$ cat src/fetch_pkg.sv
`default_nettype none

package fetch_pkg;

    // field widths of one fetch packet
    localparam int INST_W      = 32;
    localparam int ADDR_W      = 32;
    localparam int COOKIE_W    = 32;
    localparam int EXCP_CODE_W = 7;
    localparam int FLAG_W      = 2;

    // one instruction word
    typedef logic [INST_W-1:0] inst_t;

    // virtual address, used for pc, pc_next and badv
    typedef logic [ADDR_W-1:0] addr_t;

    // cache cookie carried with each packet
    typedef logic [COOKIE_W-1:0] cookie_t;

    // instruction fetch exception code
    typedef logic [EXCP_CODE_W-1:0] excp_code_t;

    // exception, privilege and branch flags
    typedef logic [FLAG_W-1:0] flag_t;

    // loongarch nop, andi r0, r0, 0
    localparam inst_t INST_NOP = 32'h0340_0000;

    // boot address of the core
    localparam addr_t PC_RESET = 32'h1c00_0000;

    // cookie shown while the buffer has nothing to offer
    localparam cookie_t IDLE_COOKIE = 32'd1919810;

    // byte step between the two instructions of a packet
    localparam addr_t INST_BYTES = 32'd4;

endpackage

`default_nettype wire

$ cat src/fetch_buffer.sv
`timescale 1ns/1ps
`default_nettype none

module fetch_buffer #(
    parameter int BUF_DEPTH = 8
) (
    input  wire logic                  clk,
    input  wire logic                  rst,
    input  wire logic                  buffer_readygo,
    input  wire logic                  decode_allowin,
    input  wire fetch_pkg::inst_t      in_inst0,
    input  wire fetch_pkg::inst_t      in_inst1,
    input  wire fetch_pkg::addr_t      in_pc,
    input  wire fetch_pkg::addr_t      in_pc_next,
    input  wire fetch_pkg::addr_t      in_badv,
    input  wire fetch_pkg::cookie_t    in_cookie,
    input  wire fetch_pkg::excp_code_t in_exception,
    input  wire fetch_pkg::flag_t      in_excp_flag,
    input  wire fetch_pkg::flag_t      in_priv_flag,
    input  wire fetch_pkg::flag_t      in_branch_flag,
    output fetch_pkg::inst_t           fifo_inst0,
    output fetch_pkg::inst_t           fifo_inst1,
    output fetch_pkg::addr_t           fifo_pc,
    output fetch_pkg::addr_t           fifo_pc_add,
    output fetch_pkg::addr_t           fifo_pc_next,
    output fetch_pkg::addr_t           fifo_badv,
    output fetch_pkg::cookie_t         fifo_cookie,
    output fetch_pkg::excp_code_t      fifo_exception,
    output fetch_pkg::flag_t           fifo_excp_flag,
    output fetch_pkg::flag_t           fifo_priv_flag,
    output fetch_pkg::flag_t           fifo_branch_flag,
    output logic                       fifo_valid,
    output logic                       fetch_buf_empty,
    output logic                       fetch_buf_full
);

    localparam int INST_WORD_W  = 2 * $bits(fetch_pkg::inst_t);
    localparam int PCBDV_WORD_W = 3 * $bits(fetch_pkg::addr_t);
    localparam int STAT_WORD_W  = $bits(fetch_pkg::cookie_t) + $bits(fetch_pkg::excp_code_t)
                                + 3 * $bits(fetch_pkg::flag_t);

    logic                    bypass;
    logic                    write_en;
    logic                    pop_en;
    logic [INST_WORD_W-1:0]  inst_din;
    logic [INST_WORD_W-1:0]  inst_dout;
    logic [PCBDV_WORD_W-1:0] pcbdv_din;
    logic [PCBDV_WORD_W-1:0] pcbdv_dout;
    logic [STAT_WORD_W-1:0]  stat_din;
    logic [STAT_WORD_W-1:0]  stat_dout;

    // empty buffer and decode ready, packet goes straight through
    assign bypass   = fetch_buf_empty && buffer_readygo && decode_allowin;
    assign write_en = buffer_readygo && !bypass;
    assign pop_en   = decode_allowin && !bypass;

    assign fifo_valid = !fetch_buf_empty || buffer_readygo;

    // word layouts, low field first
    assign inst_din  = {in_inst1, in_inst0};
    assign pcbdv_din = {in_pc_next, in_pc, in_badv};
    assign stat_din  = {in_branch_flag, in_priv_flag, in_excp_flag, in_exception, in_cookie};

    assign fifo_pc_add = fifo_pc + fetch_pkg::INST_BYTES;

    always_comb begin
        if (bypass) begin
            fifo_inst0       = in_inst0;
            fifo_inst1       = in_inst1;
            fifo_pc          = in_pc;
            fifo_pc_next     = in_pc_next;
            fifo_badv        = in_badv;
            fifo_cookie      = in_cookie;
            fifo_exception   = in_exception;
            fifo_excp_flag   = in_excp_flag;
            fifo_priv_flag   = in_priv_flag;
            fifo_branch_flag = in_branch_flag;
        end else if (!fetch_buf_empty) begin
            // oldest stored packet
            {fifo_inst1, fifo_inst0}              = inst_dout;
            {fifo_pc_next, fifo_pc, fifo_badv}    = pcbdv_dout;
            {fifo_branch_flag, fifo_priv_flag,
             fifo_excp_flag, fifo_exception,
             fifo_cookie}                         = stat_dout;
        end else begin
            // idle, decode sees nops at the boot address
            fifo_inst0       = fetch_pkg::INST_NOP;
            fifo_inst1       = fetch_pkg::INST_NOP;
            fifo_pc          = fetch_pkg::PC_RESET;
            fifo_pc_next     = fetch_pkg::PC_RESET + 32'd8;
            fifo_badv        = fetch_pkg::PC_RESET;
            fifo_cookie      = fetch_pkg::IDLE_COOKIE;
            fifo_exception   = '0;
            fifo_excp_flag   = '0;
            fifo_priv_flag   = '0;
            fifo_branch_flag = '0;
        end
    end

    // the three fifos move together, flags come from inst_buf
    sync_fifo #(
        .DATA_WIDTH (INST_WORD_W),
        .DEPTH      (BUF_DEPTH)
    ) inst_buf (
        .clk      (clk),
        .rst      (rst),
        .write_en (write_en),
        .pop_en   (pop_en),
        .din      (inst_din),
        .dout     (inst_dout),
        .full     (fetch_buf_full),
        .empty    (fetch_buf_empty)
    );

    sync_fifo #(
        .DATA_WIDTH (PCBDV_WORD_W),
        .DEPTH      (BUF_DEPTH)
    ) pcbdv_buf (
        .clk      (clk),
        .rst      (rst),
        .write_en (write_en),
        .pop_en   (pop_en),
        .din      (pcbdv_din),
        .dout     (pcbdv_dout),
        .full     (),
        .empty    ()
    );

    sync_fifo #(
        .DATA_WIDTH (STAT_WORD_W),
        .DEPTH      (BUF_DEPTH)
    ) stat_buf (
        .clk      (clk),
        .rst      (rst),
        .write_en (write_en),
        .pop_en   (pop_en),
        .din      (stat_din),
        .dout     (stat_dout),
        .full     (),
        .empty    ()
    );

endmodule

`default_nettype wire

$ cat src/fetch_frontend.sv
`timescale 1ns/1ps
`default_nettype none

module fetch_frontend #(
    parameter int BUF_DEPTH = 8
) (
    input  wire logic                  clk,
    input  wire logic                  rst,
    input  wire logic                  fetch_valid,
    input  wire fetch_pkg::inst_t      inst0,
    input  wire fetch_pkg::inst_t      inst1,
    input  wire fetch_pkg::addr_t      pc,
    input  wire fetch_pkg::addr_t      pc_next,
    input  wire fetch_pkg::addr_t      badv,
    input  wire fetch_pkg::cookie_t    cookie,
    input  wire fetch_pkg::excp_code_t exception,
    input  wire fetch_pkg::flag_t      excp_flag,
    input  wire fetch_pkg::flag_t      priv_flag,
    input  wire fetch_pkg::flag_t      branch_flag,
    output logic                       fetch_ready,
    input  wire logic                  decode_allowin,
    output fetch_pkg::inst_t           fifo_inst0,
    output fetch_pkg::inst_t           fifo_inst1,
    output fetch_pkg::addr_t           fifo_pc,
    output fetch_pkg::addr_t           fifo_pc_add,
    output fetch_pkg::addr_t           fifo_pc_next,
    output fetch_pkg::addr_t           fifo_badv,
    output fetch_pkg::cookie_t         fifo_cookie,
    output fetch_pkg::excp_code_t      fifo_exception,
    output fetch_pkg::flag_t           fifo_excp_flag,
    output fetch_pkg::flag_t           fifo_priv_flag,
    output fetch_pkg::flag_t           fifo_branch_flag,
    output logic                       fifo_valid,
    output logic                       fetch_buf_empty,
    output logic                       fetch_buf_full
);

    // if1 to buffer
    logic                  buffer_readygo;
    fetch_pkg::inst_t      if1_inst0;
    fetch_pkg::inst_t      if1_inst1;
    fetch_pkg::addr_t      if1_pc;
    fetch_pkg::addr_t      if1_pc_next;
    fetch_pkg::addr_t      if1_badv;
    fetch_pkg::cookie_t    if1_cookie;
    fetch_pkg::excp_code_t if1_exception;
    fetch_pkg::flag_t      if1_excp_flag;
    fetch_pkg::flag_t      if1_priv_flag;
    fetch_pkg::flag_t      if1_branch_flag;

    if1_stage u_if1 (
        .clk             (clk),
        .rst             (rst),
        .fetch_valid     (fetch_valid),
        .buf_full        (fetch_buf_full),
        .inst0           (inst0),
        .inst1           (inst1),
        .pc              (pc),
        .pc_next         (pc_next),
        .badv            (badv),
        .cookie          (cookie),
        .exception       (exception),
        .excp_flag       (excp_flag),
        .priv_flag       (priv_flag),
        .branch_flag     (branch_flag),
        .fetch_ready     (fetch_ready),
        .buffer_readygo  (buffer_readygo),
        .if1_inst0       (if1_inst0),
        .if1_inst1       (if1_inst1),
        .if1_pc          (if1_pc),
        .if1_pc_next     (if1_pc_next),
        .if1_badv        (if1_badv),
        .if1_cookie      (if1_cookie),
        .if1_exception   (if1_exception),
        .if1_excp_flag   (if1_excp_flag),
        .if1_priv_flag   (if1_priv_flag),
        .if1_branch_flag (if1_branch_flag)
    );

    fetch_buffer #(
        .BUF_DEPTH (BUF_DEPTH)
    ) u_fetch_buffer (
        .clk              (clk),
        .rst              (rst),
        .buffer_readygo   (buffer_readygo),
        .decode_allowin   (decode_allowin),
        .in_inst0         (if1_inst0),
        .in_inst1         (if1_inst1),
        .in_pc            (if1_pc),
        .in_pc_next       (if1_pc_next),
        .in_badv          (if1_badv),
        .in_cookie        (if1_cookie),
        .in_exception     (if1_exception),
        .in_excp_flag     (if1_excp_flag),
        .in_priv_flag     (if1_priv_flag),
        .in_branch_flag   (if1_branch_flag),
        .fifo_inst0       (fifo_inst0),
        .fifo_inst1       (fifo_inst1),
        .fifo_pc          (fifo_pc),
        .fifo_pc_add      (fifo_pc_add),
        .fifo_pc_next     (fifo_pc_next),
        .fifo_badv        (fifo_badv),
        .fifo_cookie      (fifo_cookie),
        .fifo_exception   (fifo_exception),
        .fifo_excp_flag   (fifo_excp_flag),
        .fifo_priv_flag   (fifo_priv_flag),
        .fifo_branch_flag (fifo_branch_flag),
        .fifo_valid       (fifo_valid),
        .fetch_buf_empty  (fetch_buf_empty),
        .fetch_buf_full   (fetch_buf_full)
    );

endmodule

`default_nettype wire

$ cat src/if1_stage.sv
`timescale 1ns/1ps
`default_nettype none

module if1_stage (
    input  wire logic                  clk,
    input  wire logic                  rst,
    input  wire logic                  fetch_valid,
    input  wire logic                  buf_full,
    input  wire fetch_pkg::inst_t      inst0,
    input  wire fetch_pkg::inst_t      inst1,
    input  wire fetch_pkg::addr_t      pc,
    input  wire fetch_pkg::addr_t      pc_next,
    input  wire fetch_pkg::addr_t      badv,
    input  wire fetch_pkg::cookie_t    cookie,
    input  wire fetch_pkg::excp_code_t exception,
    input  wire fetch_pkg::flag_t      excp_flag,
    input  wire fetch_pkg::flag_t      priv_flag,
    input  wire fetch_pkg::flag_t      branch_flag,
    output logic                       fetch_ready,
    output logic                       buffer_readygo,
    output fetch_pkg::inst_t           if1_inst0,
    output fetch_pkg::inst_t           if1_inst1,
    output fetch_pkg::addr_t           if1_pc,
    output fetch_pkg::addr_t           if1_pc_next,
    output fetch_pkg::addr_t           if1_badv,
    output fetch_pkg::cookie_t         if1_cookie,
    output fetch_pkg::excp_code_t      if1_exception,
    output fetch_pkg::flag_t           if1_excp_flag,
    output fetch_pkg::flag_t           if1_priv_flag,
    output fetch_pkg::flag_t           if1_branch_flag
);

    logic if1_valid;
    logic load;

    // held packet leaves whenever the buffer has room
    assign buffer_readygo = if1_valid && !buf_full;

    // register free, or emptied this cycle
    assign fetch_ready = !if1_valid || buffer_readygo;
    assign load        = fetch_valid && fetch_ready;

    always_ff @(posedge clk) begin
        if (rst) begin
            if1_valid <= 1'b0;
        end else if (load) begin
            if1_valid <= 1'b1;
        end else if (buffer_readygo) begin
            if1_valid <= 1'b0;
        end
    end

    // packet payload, only meaningful while if1_valid
    always_ff @(posedge clk) begin
        if (load) begin
            if1_inst0       <= inst0;
            if1_inst1       <= inst1;
            if1_pc          <= pc;
            if1_pc_next     <= pc_next;
            if1_badv        <= badv;
            if1_cookie      <= cookie;
            if1_exception   <= exception;
            if1_excp_flag   <= excp_flag;
            if1_priv_flag   <= priv_flag;
            if1_branch_flag <= branch_flag;
        end
    end

endmodule

`default_nettype wire

$ cat src/sync_fifo.sv
`timescale 1ns/1ps
`default_nettype none

module sync_fifo #(
    parameter int DATA_WIDTH = 32,
    parameter int DEPTH      = 8
) (
    input  wire logic                  clk,
    input  wire logic                  rst,
    input  wire logic                  write_en,
    input  wire logic                  pop_en,
    input  wire logic [DATA_WIDTH-1:0] din,
    output logic      [DATA_WIDTH-1:0] dout,
    output logic                       full,
    output logic                       empty
);

    localparam int PTR_W = (DEPTH > 1) ? $clog2(DEPTH) : 1;
    localparam int CNT_W = $clog2(DEPTH + 1);

    logic [DATA_WIDTH-1:0] mem [DEPTH];
    logic [PTR_W-1:0]      wr_ptr;
    logic [PTR_W-1:0]      rd_ptr;
    logic [CNT_W-1:0]      count;
    logic                  push_ok;
    logic                  pop_ok;

    // full and empty requests are dropped here
    assign push_ok = write_en && !full;
    assign pop_ok  = pop_en && !empty;

    assign full  = (count == CNT_W'(DEPTH));
    assign empty = (count == '0);

    // first word fall through, head is always on dout
    assign dout = mem[rd_ptr];

    // storage array
    always_ff @(posedge clk) begin
        if (push_ok) begin
            mem[wr_ptr] <= din;
        end
    end

    // pointers wrap at DEPTH, which need not be a power of two
    always_ff @(posedge clk) begin
        if (rst) begin
            wr_ptr <= '0;
            rd_ptr <= '0;
        end else begin
            if (push_ok) begin
                if (wr_ptr == PTR_W'(DEPTH - 1)) begin
                    wr_ptr <= '0;
                end else begin
                    wr_ptr <= wr_ptr + 1'b1;
                end
            end
            if (pop_ok) begin
                if (rd_ptr == PTR_W'(DEPTH - 1)) begin
                    rd_ptr <= '0;
                end else begin
                    rd_ptr <= rd_ptr + 1'b1;
                end
            end
        end
    end

    // occupancy, unchanged on simultaneous push and pop
    always_ff @(posedge clk) begin
        if (rst) begin
            count <= '0;
        end else if (push_ok && !pop_ok) begin
            count <= count + 1'b1;
        end else if (pop_ok && !push_ok) begin
            count <= count - 1'b1;
        end
    end

endmodule

`default_nettype wire

$ cat config.mk
export PLATFORM = sky130hd
export DESIGN_NAME = fetch_frontend
export DESIGN_NICKNAME = d
export VERILOG_FILES = /design/src/fetch_pkg.sv /design/src/fetch_buffer.sv /design/src/fetch_frontend.sv /design/src/if1_stage.sv /design/src/sync_fifo.sv
export SDC_FILE = /design/constraint.sdc
export NUM_CORES = 2
export LEC_CHECK = 0
export BUFFER_PORTS_ARGS = -buffer_cell sky130_fd_sc_hd__buf_2
export CORE_AREA = 8 8 331 573
export CTS_CLUSTER_DIAMETER = 200
export DETAILED_ROUTE_END_ITERATION = 16
export DIE_AREA = 0 0 339 581
export GPL_TIMING_DRIVEN = 0
export PLACE_DENSITY = 0.6
export RECOVER_POWER = 100
export SLEW_MARGIN = 20
export SYNTH_ARGS = -nofsm -noshare
export SYNTH_HDL_FRONTEND = slang
export SYNTH_SLANG_ARGS = --single-unit
$ cat constraint.sdc
create_clock -name clk -period 30.2 [get_ports clk]
set_input_delay 4.53 -clock clk [delete_from_list [all_inputs] [get_ports clk]]
set_output_delay 4.53 -clock clk [all_outputs]
set_load 0.03 [all_outputs]
==> out/metrics.yaml <==
drt:
  ant_nets: 0
  viasPerCell: 5.34
  dr.pass1.iters: 5
  vias: 36375
  finalWirelength_mm: 183
  wl_per_cell_um: 26.9
  initialDrtViolationCount: 2710
  drc: 0
synth:
  synth.distinct_cells: 68
  synth_area_leader_cell: "edfxtp_1"
  yosys_warnings: 0
  yosysTopAreaCellShare: 0.768
  synth_xor_area_frac: 0.00449
  synthAdderAreaFrac: 0.00465
  syn_avg_cell_area_um2: 21.2
  yosysSeqAreaShare: 0.779
  synth_compound_area_frac: 0.0208
  synth.area.top_cells: "edfxtp_1, mux4_2, mux2i_1"
  post_synth_and_or_nand_nor_area_fraction: 0.0239
  synth_top_family_by_area: "multiplexers"
  yosysMostFrequentCell: "edfxtp_1"
  syn-cell-area_um2: 72100
  synthesis.nets: 3630
  ys_async_sr_fraction: 0
  synth_edf_count: 1845
  ys_ff_latch: 1885
  synth_common_cells: "edfxtp_1, mux4_2, mux2i_1, nand2_1, o21ai_0"
  muxShareOfSynthArea: 0.154
  synth_ff_type: "edfxtp_1"
  syn_inst: 3396
die:
  placementRows: 207
  design.core.area_um2: 182000
  ios: 450
  start_util: 0.397
  dieHeight_um: 581
  dieArea_um2: 197000
  die_w_um: 339
pwr:
  power_w: 0.00715
  comb_power_share: 0.273
  power_frac_seq: 0.427
  clockPowerShare: 0.300
  p_sw_w: 0.00240
  ir_drop_mv: 0.0807
  internal_power_w: 0.00476
  p_per_area_nw_per_um2: 85.7
  netSwitchingFraction: 0.335
  p_leak_nw: 25.4
timing:
  rsz0062_at_grt: "no"
  timing.hold.ws_ns: 0.503
  finClkSkew_ns: 0.0565
  final.setup.tns_ns: 0
  worstMarginPinSlew_ns: 2.57
  setup_viol: 0
  min_period_over_period: 0.559
  finalCriticalPeriod_ns: 16.88
  hold_viol_final: 0
  fmax_ghz: 0.0592
  slew_headroom: -0.729
  maxSlewViolCount: 172
worst_setup_path:
  arrival_ns: 12.35
  startpoint: "decode_allowin"
  crit_path_max_fanout: 10
  cp_common_cell: "clkbuf_1"
  crit_path_end_kind: "primary output"
  setup.worst_path.class: "input port to primary output"
  critical_path.slowest_cell: "nor3_1"
  crit_family: "buffers and inverters"
  crit_required_ns: 25.67
  crit_chain: "clkbuf_1 > and2_0 > clkbuf_1 > and2_0 > buf_6 > buf_8 > clkbuf_1 > clkbuf_1 > clkbuf_1 > clkbuf_1 > nand2_1 > nand2_1 > ha_1 > nand2_1 > or2_0 > buf_6 > nor3_1 > nand4_1 > xnor2_1 > clkbuf_1"
  rr_startpoint: "u_fetch_buffer.inst_buf.count[0]$_SDFFE_PP0P_"
  worst_setup_path_start_kind: "input port"
  regToRegSetupSlack_ns: 21.22
  critPathMaxStageDelay_ns: 1.35
  path_buf_inv: 10
final_layout:
  nets: 4502
  fin_area_um2: 83500
  area.growth.synth_to_final_pct: 15.7
  drive_above_1_share: 0.201
  fin_util: 0.460
clocking:
  clockBufferDepth: 4
  cts_buffers: 179
  cts_sinks: 1885
  htreeDepth: 4
  path_clk_slew_ns: 0.06
  ctsHoldBuffers: 0
  clkLatencyLatePin_ns: 0.84
  cts_resized: 0
  cts_setup_buffers: 0
  cts_root_buffer: "clkbuf_16"
  cts_tree: "built"
flow_run:
  drv_cap: 11
status:
  status: "finished, violations left"
  violations: "max-capacitance violations, max-slew violations"
worst_hold_path:
  hold_start: "u_fetch_buffer.stat_buf.count[3]$_SDFFE_PP0P_"
  worst_hold_path_type: "flop to flop"
placement:
  place_hpwl_mm: 131
  gp_congestion: 0.736
  placed_area_um2: 80200
  port_buffers: 449
global_route:
  antenna_found_initial: 24
  grt_pass1_vias: 38458
  grt_max_degree: 25
  globalRoute.totalOverflow: 0
  grt_pass1_wl_mm: 267
  grt_usage: 0.182
## state kept, by name (all words and copies together), names as in the netlist, 4 cells and up, named ones only
register,count
u_fetch_buffer.pcbdv_buf.mem,768
u_fetch_buffer.inst_buf.mem,512
u_fetch_buffer.stat_buf.mem,360
u_if1.if1_badv,32
u_if1.if1_cookie,32
u_if1.if1_inst0,32
u_if1.if1_inst1,32
u_if1.if1_pc,32
u_if1.if1_pc_next,32
u_if1.if1_exception,7
u_fetch_buffer.inst_buf.count,4
u_fetch_buffer.pcbdv_buf.count,4
u_fetch_buffer.stat_buf.count,4
## cells by family after synthesis
kind of cell             after synthesis
XOR/XNOR                              37
buffers and inverters                189
adder cells (fa/ha/maj)               25
flip-flops                          1885
AO/OA/AOI/OAI                        262
AND/OR/NAND/NOR                      380
multiplexers                         618
## final timing paths
path                                                         to  depth (start not counted)
hold / removal    u_fetch_buffer.stat_buf.count[3]$_SDFFE_PP0P_                          2
hold reg to reg   u_fetch_buffer.stat_buf.count[3]$_SDFFE_PP0P_                          2
setup reg to reg  u_fetch_buffer.pcbdv_buf.mem[7][73]$_DFFE_PP_                         16
setup / recovery                                fifo_pc_add[28]                         20
## placed cells by master, fill, tap and decap left out, types with 5 or more instances in the layout
| cell type | n |
|---|---|
| buf_1 | 29 |
| bufinv_16 | 10 |
| diode_2 | 9 |
| nand3_1 | 20 |
| mux4_2 | 395 |
| inv_6 | 6 |
| a21o_1 | 10 |
| dfxtp_1 | 40 |
| mux2i_1 | 209 |
| nor3b_1 | 5 |
| clkbuf_16 | 181 |
| a22oi_1 | 5 |
| o22ai_1 | 6 |
| nor3_1 | 19 |
| mux2_2 | 11 |
| nor2_1 | 77 |
| nand2b_1 | 11 |
| clkinv_2 | 28 |
| nand4_1 | 6 |
| and3_1 | 9 |
| xor2_1 | 12 |
| buf_2 | 196 |
| clkinv_1 | 34 |
| buf_8 | 5 |
| buf_4 | 8 |
| nand2_1 | 204 |
| a21oi_1 | 54 |
| inv_1 | 15 |
| xnor2_1 | 25 |
| edfxtp_1 | 1845 |
| o21ai_0 | 161 |
| clkbuf_1 | 650 |
| ha_1 | 22 |
| buf_6 | 9 |
## tightest hold or removal path, cell delays in order (launching register included)
cell,delay [ns]
dfxtp_1,0.33
o21ai_0,0.07
a21oi_1,0.06
## power by group through the flow
stage | Clock, W | Combinational, W | Sequential, W
floorplan | 0 | 0.00128 | 0.00311
global placement | 0 | 0.00202 | 0.00315
detailed placement | 0 | 0.00207 | 0.00311
CTS | 0.00220 | 0.00208 | 0.00305
global route | 0.00228 | 0.00208 | 0.00307
finish | 0.00215 | 0.00195 | 0.00305
## layout make-up
cell class              instances  area [µm²]
plain buffers                 173         840
clock buffers                 223        4730
inverters                      16        72.6
well taps                    2403        3010
multi-input cells            1322       15000
clock inverters                88         757
flip-flops and latches       1885       56200
diodes                          9        22.5
fillers                     15477       98100
repair buffers                691        2850
## stage by stage
step	std cells	worst slack, ns
2_1_floorplan	3396	14.16
3_3_place_gp	6248	0.375
3_5_place_dp	6490	15.80
4_1_cts	6801	15.80
5_1_grt	6802	13.07
6_report	6810	13.32
## per-layer routing
metal / GRT usage / part of all wire
met1: 0.227 / 0.39
met5: 0 / 0.00058
met4: 0.0542 / 0.027
met3: 0.0383 / 0.065
met2: 0.320 / 0.51
No activity file was read; power rests on OpenSTA's default activity.
